**src/design/im2col_cfg_pkg.sv**
```systemverilog
package im2col_cfg_pkg;

  // field widths of the layer configuration
  localparam int unsigned WORD_W  = 32;  // pointers, image sizes, adapted padding
  localparam int unsigned FILT_W  = 8;   // filter dims, channels, batch, strides
  localparam int unsigned COL_W   = 16;  // ch_col
  localparam int unsigned PAD_W   = 6;   // the four plain padding amounts
  localparam int unsigned PATCH_W = 16;  // output patch counts

  // bytes per tensor element
  localparam int unsigned ELEM_BYTES = 4;

  typedef struct packed {
    logic [WORD_W-1:0]  src_ptr;
    logic [WORD_W-1:0]  dst_ptr;
    logic [WORD_W-1:0]  ih;
    logic [WORD_W-1:0]  iw;
    logic [FILT_W-1:0]  fh;
    logic [FILT_W-1:0]  fw;
    logic [FILT_W-1:0]  num_ch;
    logic [FILT_W-1:0]  batch;
    logic [COL_W-1:0]   ch_col;       // num_ch * fh * fw
    logic [PAD_W-1:0]   pad_top;
    logic [PAD_W-1:0]   pad_bottom;
    logic [PAD_W-1:0]   pad_left;
    logic [PAD_W-1:0]   pad_right;
    logic [WORD_W-1:0]  adpt_pad_right;
    logic [WORD_W-1:0]  adpt_pad_bottom;
    logic [FILT_W-1:0]  stride_d1;    // horizontal
    logic [FILT_W-1:0]  stride_d2;    // vertical
    logic [PATCH_W-1:0] n_patches_h;
    logic [PATCH_W-1:0] n_patches_w;
  } im2col_cfg_t;

endpackage

```
**src/design/im2col_desc_pkg.sv**
```systemverilog
package im2col_desc_pkg;

  // filter window position plus the batch image it is computed for
  typedef struct packed {
    logic [15:0] w_offset;
    logic [15:0] h_offset;
    logic [31:0] im_c;
    logic [7:0]  batch_idx;
  } im2col_pos_t;

  typedef struct packed {
    logic [31:0] n_zeros_top;
    logic [31:0] n_zeros_bottom;
    logic [31:0] n_zeros_left;
    logic [31:0] n_zeros_right;
  } pad_res_t;

  // im_row and im_col may go negative inside the padding
  typedef struct packed {
    logic [31:0] raw_index;
    logic [31:0] output_ptr;
    logic [31:0] im_row;
    logic [31:0] im_col;
  } addr_res_t;

  typedef struct packed {
    logic [31:0] input_ptr;
    logic [31:0] output_ptr;
    logic [31:0] in_inc_d2;
    logic [31:0] n_zeros_top;
    logic [31:0] n_zeros_bottom;
    logic [31:0] n_zeros_left;
    logic [31:0] n_zeros_right;
    logic [31:0] size_d1;
    logic [31:0] size_d2;
  } dma_desc_t;

endpackage

```
**src/design/im2col_pos_if.sv**
```systemverilog
interface im2col_pos_if
  import im2col_desc_pkg::*;
();

  im2col_pos_t win;      // position under computation
  logic        capture;  // calculators register on this edge
  logic        start;    // accepted start of a new layer

  modport seq (
    output win,
    output capture,
    output start
  );

  modport calc (
    input win,
    input capture,
    input start
  );

endinterface

```
**src/design/im2col_param_seq.sv**
```systemverilog
module im2col_param_seq
  import im2col_cfg_pkg::*;
(
  input  logic        clk_i,
  input  logic        rst_ni,
  input  im2col_cfg_t cfg_i,
  input  logic        start_i,
  input  logic        ack_i,
  input  logic        fifo_full_i,
  output logic        push_o,
  output logic        advance_o,
  output logic        done_o,
  im2col_pos_if.seq   pos
);

  typedef enum logic [2:0] {IDLE, ZEROS, PUSH, OUT_UPDATE, OFFSET_UPDATE} state_e;

  state_e      state_q, state_d;
  logic [15:0] w_offset_q;
  logic [15:0] h_offset_q;
  logic [31:0] im_c_q;
  logic [15:0] ch_col_cnt_q;
  logic [7:0]  batch_cnt_q;
  logic        done_q;
  logic        start_acc;
  logic        w_last, h_last, batch_last, group_last;

  assign start_acc  = start_i && (state_q == IDLE);  // ignored mid-run
  assign w_last     = w_offset_q == {8'h0, cfg_i.fw} - 16'd1;
  assign h_last     = h_offset_q == {8'h0, cfg_i.fh} - 16'd1;
  assign batch_last = batch_cnt_q == cfg_i.batch - 8'd1;
  assign group_last = ch_col_cnt_q == cfg_i.ch_col - 16'd1;

  always_comb begin
    state_d = state_q;
    case (state_q)
      IDLE: begin
        if (start_acc) state_d = ZEROS;
      end
      ZEROS: begin
        if (!fifo_full_i) state_d = PUSH;  // hold and recapture while full
      end
      PUSH:       state_d = OUT_UPDATE;
      OUT_UPDATE: state_d = batch_last ? OFFSET_UPDATE : ZEROS;
      OFFSET_UPDATE: begin
        state_d = group_last ? IDLE : ZEROS;
      end
      default:    state_d = IDLE;
    endcase
  end

  always_ff @(posedge clk_i or negedge rst_ni) begin
    if (!rst_ni) begin
      state_q <= IDLE;
    end else begin
      state_q <= state_d;
    end
  end

  // loop counters, innermost is the batch
  always_ff @(posedge clk_i or negedge rst_ni) begin
    if (!rst_ni) begin
      w_offset_q   <= '0;
      h_offset_q   <= '0;
      im_c_q       <= '0;
      ch_col_cnt_q <= '0;
      batch_cnt_q  <= '0;
    end else if (start_acc) begin
      w_offset_q   <= '0;
      h_offset_q   <= '0;
      im_c_q       <= '0;
      ch_col_cnt_q <= '0;
      batch_cnt_q  <= '0;
    end else if (state_q == OUT_UPDATE) begin
      batch_cnt_q <= batch_cnt_q + 8'd1;
    end else if (state_q == OFFSET_UPDATE) begin
      batch_cnt_q  <= '0;
      w_offset_q   <= w_last ? '0 : w_offset_q + 16'd1;
      ch_col_cnt_q <= group_last ? '0 : ch_col_cnt_q + 16'd1;
      if (w_last) begin
        h_offset_q <= h_last ? '0 : h_offset_q + 16'd1;
      end
      if (w_last && h_last) begin
        im_c_q <= im_c_q + 32'd1;  // next channel
      end
    end
  end

  always_ff @(posedge clk_i or negedge rst_ni) begin
    if (!rst_ni) begin
      done_q <= 1'b0;
    end else if (start_acc || ack_i) begin
      done_q <= 1'b0;
    end else if (state_q == OFFSET_UPDATE && group_last) begin
      done_q <= 1'b1;
    end
  end

  assign pos.win = '{w_offset: w_offset_q, h_offset: h_offset_q,
                     im_c: im_c_q, batch_idx: batch_cnt_q};
  assign pos.capture = state_q == ZEROS;
  assign pos.start   = start_acc;

  assign push_o    = state_q == PUSH;
  assign advance_o = state_q == OUT_UPDATE;
  assign done_o    = done_q;

endmodule

```
**src/flat_wrapper.sv**
```systemverilog
// flat-port wrapper written by rule: the top's interface ports become plain ports
module im2col_param_seq_flat import im2col_cfg_pkg::*;
  (clk_i, rst_ni, cfg_i, start_i, ack_i, fifo_full_i, push_o, advance_o, done_o, pos_win, pos_capture, pos_start);
  im2col_pos_if pos_i ();
  input  logic clk_i;
  input  logic rst_ni;
  input  im2col_cfg_t cfg_i;
  input  logic start_i;
  input  logic ack_i;
  input  logic fifo_full_i;
  output logic push_o;
  output logic advance_o;
  output logic done_o;
  output wire logic [$bits(pos_i.win)-1:0] pos_win;
  output wire logic [$bits(pos_i.capture)-1:0] pos_capture;
  output wire logic [$bits(pos_i.start)-1:0] pos_start;
  assign pos_win = pos_i.win;
  assign pos_capture = pos_i.capture;
  assign pos_start = pos_i.start;
  im2col_param_seq u_core (.clk_i(clk_i), .rst_ni(rst_ni), .cfg_i(cfg_i), .start_i(start_i), .ack_i(ack_i), .fifo_full_i(fifo_full_i), .push_o(push_o), .advance_o(advance_o), .done_o(done_o), .pos(pos_i));
endmodule
```
**config.mk**
```make
export PLATFORM = sky130hd
export DESIGN_NAME = im2col_param_seq_flat
export DESIGN_NICKNAME = d
export VERILOG_FILES = /design/src/design/im2col_cfg_pkg.sv /design/src/design/im2col_desc_pkg.sv /design/src/design/im2col_pos_if.sv /design/src/design/im2col_param_seq.sv /design/src/flat_wrapper.sv
export SDC_FILE = /design/constraint.sdc
export NUM_CORES = 1
export LEC_CHECK = 0
export BUFFER_PORTS_ARGS = -buffer_cell sky130_fd_sc_hd__buf_2
export CAP_MARGIN = 20
export CORE_AREA = 2 2 152 154
export CTS_BUF_LIST = sky130_fd_sc_hd__clkbuf_16
export CTS_CLUSTER_SIZE = 14
export DETAILED_ROUTE_END_ITERATION = 7
export DIE_AREA = 0 0 154 156
export RECOVER_POWER = 25
export SLEW_MARGIN = 25
export SYNTH_ARGS = -nofsm -noshare
export SYNTH_HDL_FRONTEND = slang
export SYNTH_SLANG_ARGS = --single-unit
```
**constraint.sdc**
```tcl
create_clock -name clk_i -period 4.1 [get_ports clk_i]
set_input_delay 0.615 -clock clk_i [delete_from_list [all_inputs] [get_ports clk_i]]
set_output_delay 0.615 -clock clk_i [all_outputs]
set_load 0.02 [all_outputs]
```
=== After elaboration in Yosys (flattened, before gate mapping) ===
Cells that the tools add are included.

* Register bits: 92
* Input port bits: 317
* Output and inout port bits: 77

* Add/sub/neg operators: 9
* Equality and inequality tests: 11
* Muxes and demuxes: 27
* Reductions and logical operators: 14

{| class="wikitable"
|+ Operator list
! kind !! count
|-
| $mux W16 || 13
|-
| $mux W32 || 4
|-
| $add A16 B1 Y16 const B || 3
|-
| $eq A16 B16 Y1 || 3
|-
| $add A32 B1 Y32 const B || 1
|-
| $mux W8 || 3
|-
| $sub A8 B1 Y9 const B || 2
|-
| $sub A16 B1 Y16 const B || 1
|-
| $pmux W3 S5 || 1
|-
| $mux W3 || 3
|-
| $add A8 B1 Y8 const B || 1
|-
| $eq A8 B8 Y1 || 1
|-
| $reduce_bool A2 Y1 || 4
|-
| $sub A8 B1 Y8 const B || 1
|-
| $eq A3 B2 Y1 const B || 2
|-
| $reduce_and A3 Y1 || 2
|-
| $ne A2 B1 Y1 const B || 2
|-
| $reduce_and A2 Y1 || 2
|-
| $eq A3 B1 Y1 const B || 1
|-
| $eq A3 B3 Y1 const B || 1
|-
| $logic_and A1 B1 Y1 || 3
|-
| $logic_not A3 Y1 || 1
|-
| $mux W1 || 3
|-
| $reduce_bool A3 Y1 || 1
|-
| 2 further kinds || 2
|}

=== Depth between registers and ports, before layout ===
Gate-level depths: netlist of the first run.

* Depth in word-level cells: 7
* Gate-level depth with buffers: 13
* Gate-level depth less buffers: 9

=== Worst setup path before layout of the first run ===
OpenSTA, ideal clock, no wires.

* Path kind: input port to flip-flop
* From: input port cfg_i[168] (netlist name)
* To: register u_core.im_c_q[12]
* Setup time: 79 ps
* Arrival: 3200 ps
* Required time: 4021 ps
* Setup slack: 820 ps
* Cell stages on the path: 12
* Path buffers: 3
* Cell sequence: clkbuf_1 inv_1 ha_1 or3_1 o211a_1 a21oi_1 nand2_1 or4_1 buf_2 buf_2 a211oi_1 mux2i_1

* Cells in the longest elaborated chain, start to end: 5

{| class="wikitable"
|+ RTL lines
! element !! RTL line !! RTL
|-
| from (decl) || flat_wrapper.sv:7 || <nowiki>input im2col_cfg_t cfg_i;</nowiki>
|-
| $sub A8 B1 Y9 || im2col_param_seq.sv:29 || <nowiki>assign w_last = w_offset_q == {8'h0, cfg_i.fw} - 16'd1;</nowiki>
|-
| $eq A16 B16 Y1 || im2col_param_seq.sv:29 ||
|-
| $logic_and A1 B1 Y1 || im2col_param_seq.sv:83 || <nowiki>if (w_last && h_last) begin</nowiki>
|-
| $reduce_bool A2 Y1 (no source line) || - ||
|-
| $reduce_and A3 Y1 (no source line) || - ||
|-
| to (signal assigned) || im2col_param_seq.sv:84 || <nowiki>im_c_q <= im_c_q + 32'd1;</nowiki>
|-
| to (decl) || im2col_param_seq.sv:21 || <nowiki>logic [31:0] im_c_q;</nowiki>
|}

No other way between the ends.
A chain may end at the register's enable or synchronous reset.

=== Worst setup path after layout of the first run ===
* From: input port cfg_i[168] (netlist name)
* To: register u_core.im_c_q[24]

Same word-level chain as after synthesis.

==> results of run 1 <==
## layer usage
metal	track usage	up-vias	wire [µm]
met5	0	-	0
met4	0.0405	0	247
met3	0.0369	18	1210
met2	0.257	168	8910
met1	0.223	3064	9120
li1	-	3081	-
## synth_stat cells, drive strengths merged, types with 6 or more instances
master / n
a211oi: 16
a21oi: 29
a221o: 6
a22o: 23
a31oi: 7
and3: 21
and4: 6
buf: 11
clkbuf: 30
dfrtp: 92
ha: 9
inv: 22
mux2i: 25
nand2: 71
nand2b: 34
nand3: 48
nand4: 20
nor2: 55
nor2b: 16
nor3: 20
nor4: 14
o2111ai: 6
o21ai: 28
o22ai: 12
o31ai: 8
or4: 9
xnor2: 26
xor2: 34
## worst max-delay path: stages
cell and delay [ps]:
buf_2 150, inv_1 70, ha_1 270, nor3b_1 560, a41oi_1 270, a31oi_1 200, nand2_1 110, or4_1 540
buf_4 260, a2111oi_2 420, mux2i_1 230
## sequential cells by signal, indices dropped and copies added (netlist names)
register	flops
u_core.im_c_q	32
u_core.ch_col_cnt_q	16
u_core.h_offset_q	16
u_core.w_offset_q	16
u_core.batch_cnt_q	8
u_core.state_q	3
u_core.done_o	1
## path summary, 6_finish.rpt
kind | startpoint | depth (start not counted) | slack [ps] | endpoint
min | ack_i | 2 | 430 | u_core.done_o$_DFFE_PN0P_
max | cfg_i[168] | 11 | 670 | u_core.im_c_q[24]$_DFFE_PN0P_
max in group asynchronous | rst_ni | 2 | 1170 | u_core.w_offset_q[10]$_DFFE_PN0P_
min in group asynchronous | rst_ni | 1 | 480 | u_core.h_offset_q[15]$_DFFE_PN0P_
max reg2reg | u_core.h_offset_q[8]$_DFFE_PN0P_ | 8 | 1080 | u_core.im_c_q[3]$_DFFE_PN0P_
min reg2reg | u_core.done_o$_DFFE_PN0P_ | 2 | 520 | u_core.done_o$_DFFE_PN0P_
## layout make-up
class	count	area, µm²	area share
multi-input cells	616	4020	0.516
well taps	285	357	0.0457
clock buffers	9	225	0.0289
flip-flops and latches	92	2300	0.295
repair buffers	138	729	0.0936
clock inverters	7	76.3	0.00979
inverters	22	82.6	0.0106
## power by group
group	switching, W	leakage [nW]	internal [W]
combinational	0.000521	2.19	0.000275
sequential	0.000123	1.27	0.000970
clock	0.000430	0.148	0.000434
total	0.00107	3.61	0.00168
## cell families after synthesis
| logic type | Yosys count | share of synthesized area |
|---|---|---|
| fa+ha+maj | 9 | 0.0171 |
| mux | 27 | 0.0415 |
| simple gates | 346 | 0.280 |
| xor+xnor | 60 | 0.0800 |
| compound gates | 174 | 0.193 |
| flops | 92 | 0.351 |
| buf+inv | 63 | 0.0377 |
## through the flow
stage                     std cells  cell area (µm²)  setup slack, ps  utilization  power (W)
after floorplan                 771             6570              820            -    0.00162
after detailed placement       1153             7510              324        0.336    0.00191
after CTS                      1169             7810              693        0.349    0.00279
after global placement         1153             7510              383        0.336    0.00189
final                          1169             7790              672        0.349    0.00275
after global routing           1169             7790              403        0.349    0.00292
==> results by group, run 1 <==
Synthesis
  • Synthesized area: 6570 µm²
  • Area fraction of the dominant cell type after synthesis: 0.351
  • Syn nets: 1,097
  • Top FF cell, synth: dfrtp_1
  • Yosys cell types: 65
  • Seq/Total Area, Yosys: 0.351
  • Synth Register Bits: 92
  • Ys async rst share: 1.00
  • Cell taking the most area after synthesis: dfrtp_1
  • Syn Inst Count: 771
  • Number of synthesized flops with an enable pin: 0
  • Main area contributors after synthesis: dfrtp_1 (35%), xor2_1 (4.5%), nand2_1 (4.0%), mux2i_1 (3.8%), nand3_1 (3.7%)
  • Synth Area per Inst: 8.52 µm²
  • Syn. warnings: 0

Layout
  • Share of post-route cells with drive strength above 1: 0.190
  • Final net count: 1,205
  • Leading cell type in the layout, fill and taps excluded: buf_2
  • Inserted Diodes: 0
  • Most frequent cells in the layout: buf_2 (120), dfrtp_1 (92), nand2_1 (70)
  • Fillcell total: 2,312
  • Area Growth Syn to Fin: 18.7%

Route
  • Drt via density: 5.42
  • Final WL: 19,500 µm
  • Number of remaining DRC errors: 0
  • Post-route ant nets: 0
  • Initial DRC count: 393
  • DRT Pass-1 Iters: 5
  • Via count: 6,331
  • Wire per inst: 16.7 µm

Floorplan
  • Die Ht: 156 µm
  • Core ar.: 22,400 µm²
  • Chip width: 154 µm
  • Std-Cell Rows: 55
  • # IOs: 394
  • Die area: 24,000 µm²
  • Initial core utilization: 0.294

Status
  • Failing checks: capacitance limit, slew limit
  • Status: complete, but fails checks

Critical path
  • WP data required: 4370 ps
  • Critical path class: primary input to flop
  • CP Max Fanout: 26
  • Crit. End Element: flop
  • Worst Path Arrival: 3700 ps
  • Crit path launch type: primary input

Run
  • Max-cap violations: 1

GRT
  • Largest net degree at the start of global routing: 75
  • Grt total ovfl: 0
  • Gr usage total: 0.162
  • First-pass GRT wire length: 31,700 µm
  • Initial antenna violation count: 0
  • Vias in the first global route: 5,957

Timing
  • Final Max Slew Viols: 74
  • Final Cycle Share: 0.836
  • Fmax: 292 MHz
  • Final Hold Viols: 0
  • Hold slack: 435 ps
  • Setup TNS: 0 ps
  • Tmin final: 3430 ps
  • Worst relative slew slack: -0.258
  • Slew @ Worst Pin: 1890 ps
  • Unrepaired setup endpoints after global routing: no
  • Setup Skew: 12.3 ps
  • Final setup violating endpoints: 0

Clock tree
  • Cts hold-fix bufs: 0
  • CTS Buf Count: 9
  • Clk slew on worst S/H paths: 70 ps
  • Setup bufs post-CTS: 0
  • Clk sinks: 92
  • # resized after CTS: 0
  • CTS H-tree lvls: 3
  • Root buffer cell: clkbuf_16
  • CTS max path bufs: 2
  • Clk_lat worst skew: 360 ps
  • CTS tree: built

Power
  • LEAKAGE: 3.61 nW
  • PwrDens: 353 nW/µm²
  • Worst IR Drop VDD: 0.272 mV

Min path
  • Hold/Removal Path Class: primary input to flop

Placement
  • Port bufs: 121
  • HPWL Detailed: 14,100 µm
  • Gpl congestion: 0.833
Note: power is estimated with default switching activity, not from simulation.
==> run 2: changes to the inputs <==
clock period = 3.2 ns   (was 4.1 ns; I/O delays follow)
==> results by group, run 2 (synthesis gave the netlist of run 1 again) <==
Timing
  • Setup TNS: 0 ps (unchanged)
  • Setup Skew: 11.1 ps (-1.14 ps)
  • Final setup violating endpoints: 0 (unchanged)
  • Worst relative slew slack: 0.139 (+0.396)
  • Slew @ Worst Pin: 1290 ps (-595 ps)
  • Unrepaired setup endpoints after global routing: no
  • Final Cycle Share: 0.913
  • Fmax: 342 MHz
  • Final Max Slew Viols: 0 (-100%)
  • Hold slack: 271 ps (-163 ps)
  • Tmin final: 2920 ps
  • Final Hold Viols: 0 (unchanged)

Layout
  • Post-layout util: 0.362 (+0.0139)
  • Share of post-route cells with drive strength above 1: 0.225 (+0.0350)
  • Area Growth Syn to Fin: 23.4%
  • Max reg flops: 32 (unchanged)
  • Inserted Diodes: 0 (unchanged)
  • Most frequent cells in the layout: buf_2 (120), dfrtp_1 (92), nand2_1 (70)
  • Register with the most flip-flops: u_core.im_c_q
  • Final net count: 1,241 (+3.0%)
  • Cell Count, Final, Fillers Out: 1,205 (+3.1%)
  • Leading cell type in the layout, fill and taps excluded: buf_2

Clock tree
  • CTS tree: built
  • Clk sinks: 92 (unchanged)
  • CTS max path bufs: 2 (unchanged)
  • Setup bufs post-CTS: 0 (unchanged)
  • CTS H-tree lvls: 3 (unchanged)
  • Root buffer cell: clkbuf_16
  • Clk_lat worst skew: 360 ps (about the same)
  • Clk slew on worst S/H paths: 80 ps (about the same)
  • CTS Buf Count: 9 (unchanged)

Critical path
  • Crit path max-delay cell type: or4_1
  • Critical-path cell list: nor4_1 -> a32oi_1 -> a21oi_1 -> nand2_1 -> or4_1 -> buf_4 -> a2111oi_2 -> mux2i_1
  • Critical path's top delay family: simple AND/OR/NAND/NOR gates
  • Worst Path Arrival: 3200 ps (-500 ps)
  • CP Max Fanout: 25 (-3.8%)
  • Critical path class: flop to flop
  • CP Buf/Inv Count: 1 (-2)
  • Crit. End Element: flop
  • Crit-path max cell delay: 570 ps (about the same)
  • WP data required: 3480 ps (-890 ps)
  • Crit path launch type: flop

GRT
  • Vias in the first global route: 5,945 (-0.20%)
  • Gr usage total: 0.166 (+0.00422)
  • Largest net degree at the start of global routing: 48 (-36%)
  • First-pass GRT wire length: 32,200 µm (+1.4%)
  • Grt total ovfl: 0 (unchanged)
  • Initial antenna violation count: 0 (unchanged)

Route
  • Met2 wire len: 8930 µm (+0.22%)
  • Drt via density: 5.31 (-1.9%)
  • Post-route ant nets: 0 (unchanged)
  • Number of remaining DRC errors: 0 (unchanged)
  • Met1 WL: 9520 µm (+4.4%)
  • Via count: 6,403 (+1.1%)
  • DRT Pass-1 Iters: 5 (unchanged)
  • Metal3 WL: 899 µm (-26%)
  • Initial DRC count: 455 (+16%)
  • Final WL: 19,600 µm (+0.69%)
  • Top sig layer: met4
  • Wire per inst: 16.3 µm (-2.3%)

Placement
  • Port bufs: 121 (unchanged)
  • Gpl congestion: 0.833 (about the same)
  • HPWL Detailed: 14,500 µm (+2.7%)
  • Placed insts: 1,189 (+3.1%)

Power
  • Net Sw Frac: 0.389 (-0.00133)
  • Net Switching: 0.00140 W (+30%)
  • LEAKAGE: 3.80 nW (+5.1%)
  • PwrDens: 443 nW/µm² (+26%)
  • Gate power share: 0.300 (+0.011)
  • Sequential share of power: 0.389 (-0.008)
  • Int Pwr: 0.00220 W (+31%)
  • Clock share of power: 0.311 (-0.003)
  • Pwr Total: 0.00359 W (+31%)
  • Worst IR Drop VDD: 0.326 mV (+20%)

Run
  • Max-cap violations: 0 (-1)

Floorplan
  • Std-Cell Rows: 55 (unchanged)
  • Chip width: 154 µm (unchanged)
  • # IOs: 394 (unchanged)
  • Die Ht: 156 µm (unchanged)
  • Die area: 24,000 µm² (unchanged)
  • Core ar.: 22,400 µm² (unchanged)
  • Initial core utilization: 0.294 (unchanged)

Status
  • Status: finished, final reports clean

Min path
  • Hold/Removal Path Class: primary input to flop
[run 2: metrics by stage]
stage | setup WS [ps] | area [µm²]
4_1_cts | 131 | 8120
2_1_floorplan | 55.3 | 6570
3_3_place_gp | -513 | 7810
6_report | 278 | 8110
3_5_place_dp | -251 | 7810
5_1_grt | 84.7 | 8110
[run 2: final cells by class]
type / instances / area (µm²)
clock inverters: 7 / 81.3
inverters: 22 / 82.6
repair buffers: 174 / 1030
multi-input cells: 616 / 4030
flip-flops and latches: 92 / 2300
clock buffers: 9 / 225
fillers: 2283 / 14300
well taps: 285 / 357
[run 2: power groups by stage]
| stage | registers, W | clock network (W) | logic [W] |
|---|---|---|---|
| 6_report | 0.00140 | 0.00112 | 0.00108 |
| 5_1_grt | 0.00141 | 0.00121 | 0.00119 |
| 4_1_cts | 0.00140 | 0.00116 | 0.00109 |
| 3_5_place_dp | 0.00142 | 0 | 0.00108 |
| 3_3_place_gp | 0.00142 | 0 | 0.00107 |
| 2_1_floorplan | 0.00145 | 0 | 0.000617 |
[run 2: final timing paths]
path,start,to,slack [ps],cells after the start
max,u_core.w_offset_q[9]$_DFFE_PN0P_,u_core.im_c_q[24]$_DFFE_PN0P_,280,8
min,ack_i,u_core.done_o$_DFFE_PN0P_,270,2
max reg2reg,u_core.w_offset_q[9]$_DFFE_PN0P_,u_core.im_c_q[24]$_DFFE_PN0P_,280,8
min reg2reg,u_core.done_o$_DFFE_PN0P_,u_core.done_o$_DFFE_PN0P_,510,2
max in group asynchronous,rst_ni,u_core.w_offset_q[12]$_DFFE_PN0P_,980,2
min in group asynchronous,rst_ni,u_core.im_c_q[5]$_DFFE_PN0P_,400,1
[run 2: what timing repair did]
action / CTS / global route
gates resized for setup: 0 / 1
hold buffers: 0 / 0
endpoints found under the setup margin: 0 / 28
endpoints found under the hold margin: 0 / 0
[run 2: routing by layer]
layer,up-vias,track usage
li1,3152,-
met1,3104,0.231
met2,130,0.260
met3,17,0.0339
met4,0,0.0507
met5,-,0
==> run 3: changes to the inputs <==
clock period = 3.3 ns   (was 3.2 ns; I/O delays follow)
==> results by group, run 3 (synthesis gave the netlist of run 1 again) <==
Status
  • Status: complete, but fails checks
  • Failing checks: capacitance limit, slew limit

Timing
  • Final Hold Viols: 0 (unchanged)
  • Slew @ Worst Pin: 2700 ps (+1410 ps)
  • Fmax: 336 MHz
  • Tmin final: 2970 ps
  • Setup Skew: 8.90 ps (-2.22 ps)
  • Final setup violating endpoints: 0 (unchanged)
  • Final Cycle Share: 0.902
  • Unrepaired setup endpoints after global routing: no
  • Worst relative slew slack: -0.803 (-0.942)
  • Final Max Slew Viols: 44 (+44)

Clock tree
  • Clk_lat worst skew: 350 ps (about the same)
  • CTS max path bufs: 2 (unchanged)
  • Clk slew on worst S/H paths: 80 ps (about the same)
  • Clk sinks: 92 (unchanged)
  • Setup bufs post-CTS: 0 (unchanged)
  • CTS Buf Count: 9 (unchanged)
  • CTS H-tree lvls: 3 (unchanged)
  • # resized after CTS: 0 (unchanged)
  • CTS tree: built
  • Root buffer cell: clkbuf_16
  • Cts hold-fix bufs: 0 (unchanged)

Min path
  • Hold/Removal Path Class: primary input to flop
  • Hold Startpoint: ack_i
  • Hold path endpoint: u_core.done_o$_DFFE_PN0P_
  • Hold depth: 2 (unchanged)

Layout
  • Inserted Diodes: 0 (unchanged)
  • Post-layout util: 0.356 (-0.00632)
  • Final net count: 1,222 (-1.5%)
  • Share of post-route cells with drive strength above 1: 0.208 (-0.0175)
  • Area Growth Syn to Fin: 21.3%
  • Fillcell total: 2,286 (+0.13%)
  • Max reg flops: 32 (unchanged)
  • Cell Count, Final, Fillers Out: 1,186 (-1.6%)
  • Most frequent cells in the layout: buf_2 (120), dfrtp_1 (92), nand2_1 (70)
  • Leading cell type in the layout, fill and taps excluded: buf_2
  • Register with the most flip-flops: u_core.im_c_q

GRT
  • Vias in the first global route: 5,909 (-0.61%)
  • Initial antenna violation count: 1 (+1)
  • Gr usage total: 0.163 (-0.00356)
  • Grt total ovfl: 0 (unchanged)
  • First-pass GRT wire length: 31,800 µm (-1.3%)
  • Largest net degree at the start of global routing: 73 (+52%)

Floorplan
  • Die Ht: 156 µm (unchanged)
  • Chip width: 154 µm (unchanged)
  • Die area: 24,000 µm² (unchanged)
  • Std-Cell Rows: 55 (unchanged)
  • Core ar.: 22,400 µm² (unchanged)
  • Initial core utilization: 0.294 (unchanged)
  • # IOs: 394 (unchanged)

Critical path
  • Critical-path cell list: buf_2 -> inv_1 -> ha_1 -> buf_4 -> or3_1 -> o211a_1 -> a21oi_1 -> nand2_1 -> or4_1 -> buf_4 -> a2111oi_2 -> mux2i_1
  • CP Max Fanout: 25 (unchanged)
  • R2R Path Start: u_core.h_offset_q[8]$_DFFE_PN0P_
  • Crit-path most repeated cell: buf_4
  • Crit. End Element: flop
  • Worst r2r path cells: 8 (unchanged)
  • Crit path max-delay cell type: or4_1
  • WP data required: 3580 ps (+100 ps)
  • Crit path launch type: primary input
  • Worst Path Arrival: 3250 ps (+50 ps)
  • R2R Setup Slk: 330 ps (+50 ps)
  • R2R Path End: u_core.im_c_q[22]$_DFFE_PN0P_
  • CP Buf/Inv Count: 4 (+3)
  • Critical path class: primary input to flop
  • Critical path's top delay family: simple AND/OR/NAND/NOR gates
  • Crit-path max cell delay: 570 ps (about the same)

Route
  • Initial DRC count: 386 (-15%)
  • Drt via density: 5.37 (+1.0%)
  • Number of remaining DRC errors: 0 (unchanged)
  • Via count: 6,368 (-0.55%)
  • Post-route ant nets: 0 (unchanged)
  • Wire per inst: 16.6 µm (+1.7%)
  • Final WL: 19,600 µm (+0.10%)
  • DRT Pass-1 Iters: 5 (unchanged)

Power
  • LEAKAGE: 3.71 nW (-2.4%)
  • Worst IR Drop VDD: 0.314 mV (-3.9%)
  • PwrDens: 436 nW/µm² (-1.7%)

Placement
  • Port bufs: 121 (unchanged)
  • Gpl congestion: 0.863 (+3.6%)
  • Placed insts: 1,170 (-1.6%)
  • HPWL Detailed: 14,300 µm (-1.3%)

Run
  • Max-cap violations: 1 (+1)
==> run 3: how the worst max path moves through the flow <==
| stage | start | end | cells after the start |
|---|---|---|---|
| finish | cfg_i[169] | u_core.im_c_q[24]$_DFFE_PN0P_ | 12 |
| global route | cfg_i[169] | u_core.im_c_q[3]$_DFFE_PN0P_ | 12 |
| CTS | cfg_i[169] | u_core.im_c_q[24]$_DFFE_PN0P_ | 11 |
| detailed placement | cfg_i[169] | u_core.im_c_q[24]$_DFFE_PN0P_ | 11 |
| global placement | cfg_i[169] | u_core.h_offset_q[7]$_DFFE_PN0P_ | 10 |
| floorplan | cfg_i[168] | u_core.im_c_q[12]$_DFFE_PN0P_ | 12 |
==> run 3: layout make-up <==
type,instances,area [µm²],area share
repair buffers,155,885,0.111
well taps,285,357,0.0448
multi-input cells,616,4030,0.506
clock buffers,9,225,0.0283
flip-flops and latches,92,2300,0.289
clock inverters,7,81.3,0.0102
inverters,22,82.6,0.0104
==> run 3: worst reg2reg max path, stage by stage, from the launching register on <==
cell	delay [ps]
dfrtp_1	440
or4_1	530
nor2_1	210
o21ai_0	130
a2111oi_2	500
buf_4	200
a21o_1	220
o21ai_0	300
o31ai_1	340
==> run 3: metrics by stage <==
stage	setup TNS, ps	hold WS (ps)	power (W)	setup WS [ps]	area [µm²]
global placement	-5660	505	0.00238	-419	7650
floorplan	0	199	0.00201	140	6570
finish	0	287	0.00347	325	7960
global route	0	271	0.00366	119	7960
CTS	0	179	0.00351	217	7960
detailed placement	-1040	511	0.00240	-150	7660
==> run 3: metal layers <==
| metal | global-route usage | vias to the layer above | share of wire |
|---|---|---|---|
| met4 | 0.0481 | 2 | 0.018 |
| met1 | 0.220 | 3062 | 0.47 |
| met3 | 0.0442 | 26 | 0.065 |
| met2 | 0.255 | 164 | 0.45 |
| li1 | - | 3114 | - |
| met5 | 0 | - | 0.00061 |
==> run 3: report_power, final <==
group          switching, W  internal [W]  leakage [nW]
logic              0.000655      0.000367          2.29
registers          0.000155       0.00120          1.27
clock network      0.000549      0.000540         0.149
total               0.00136       0.00211          3.71
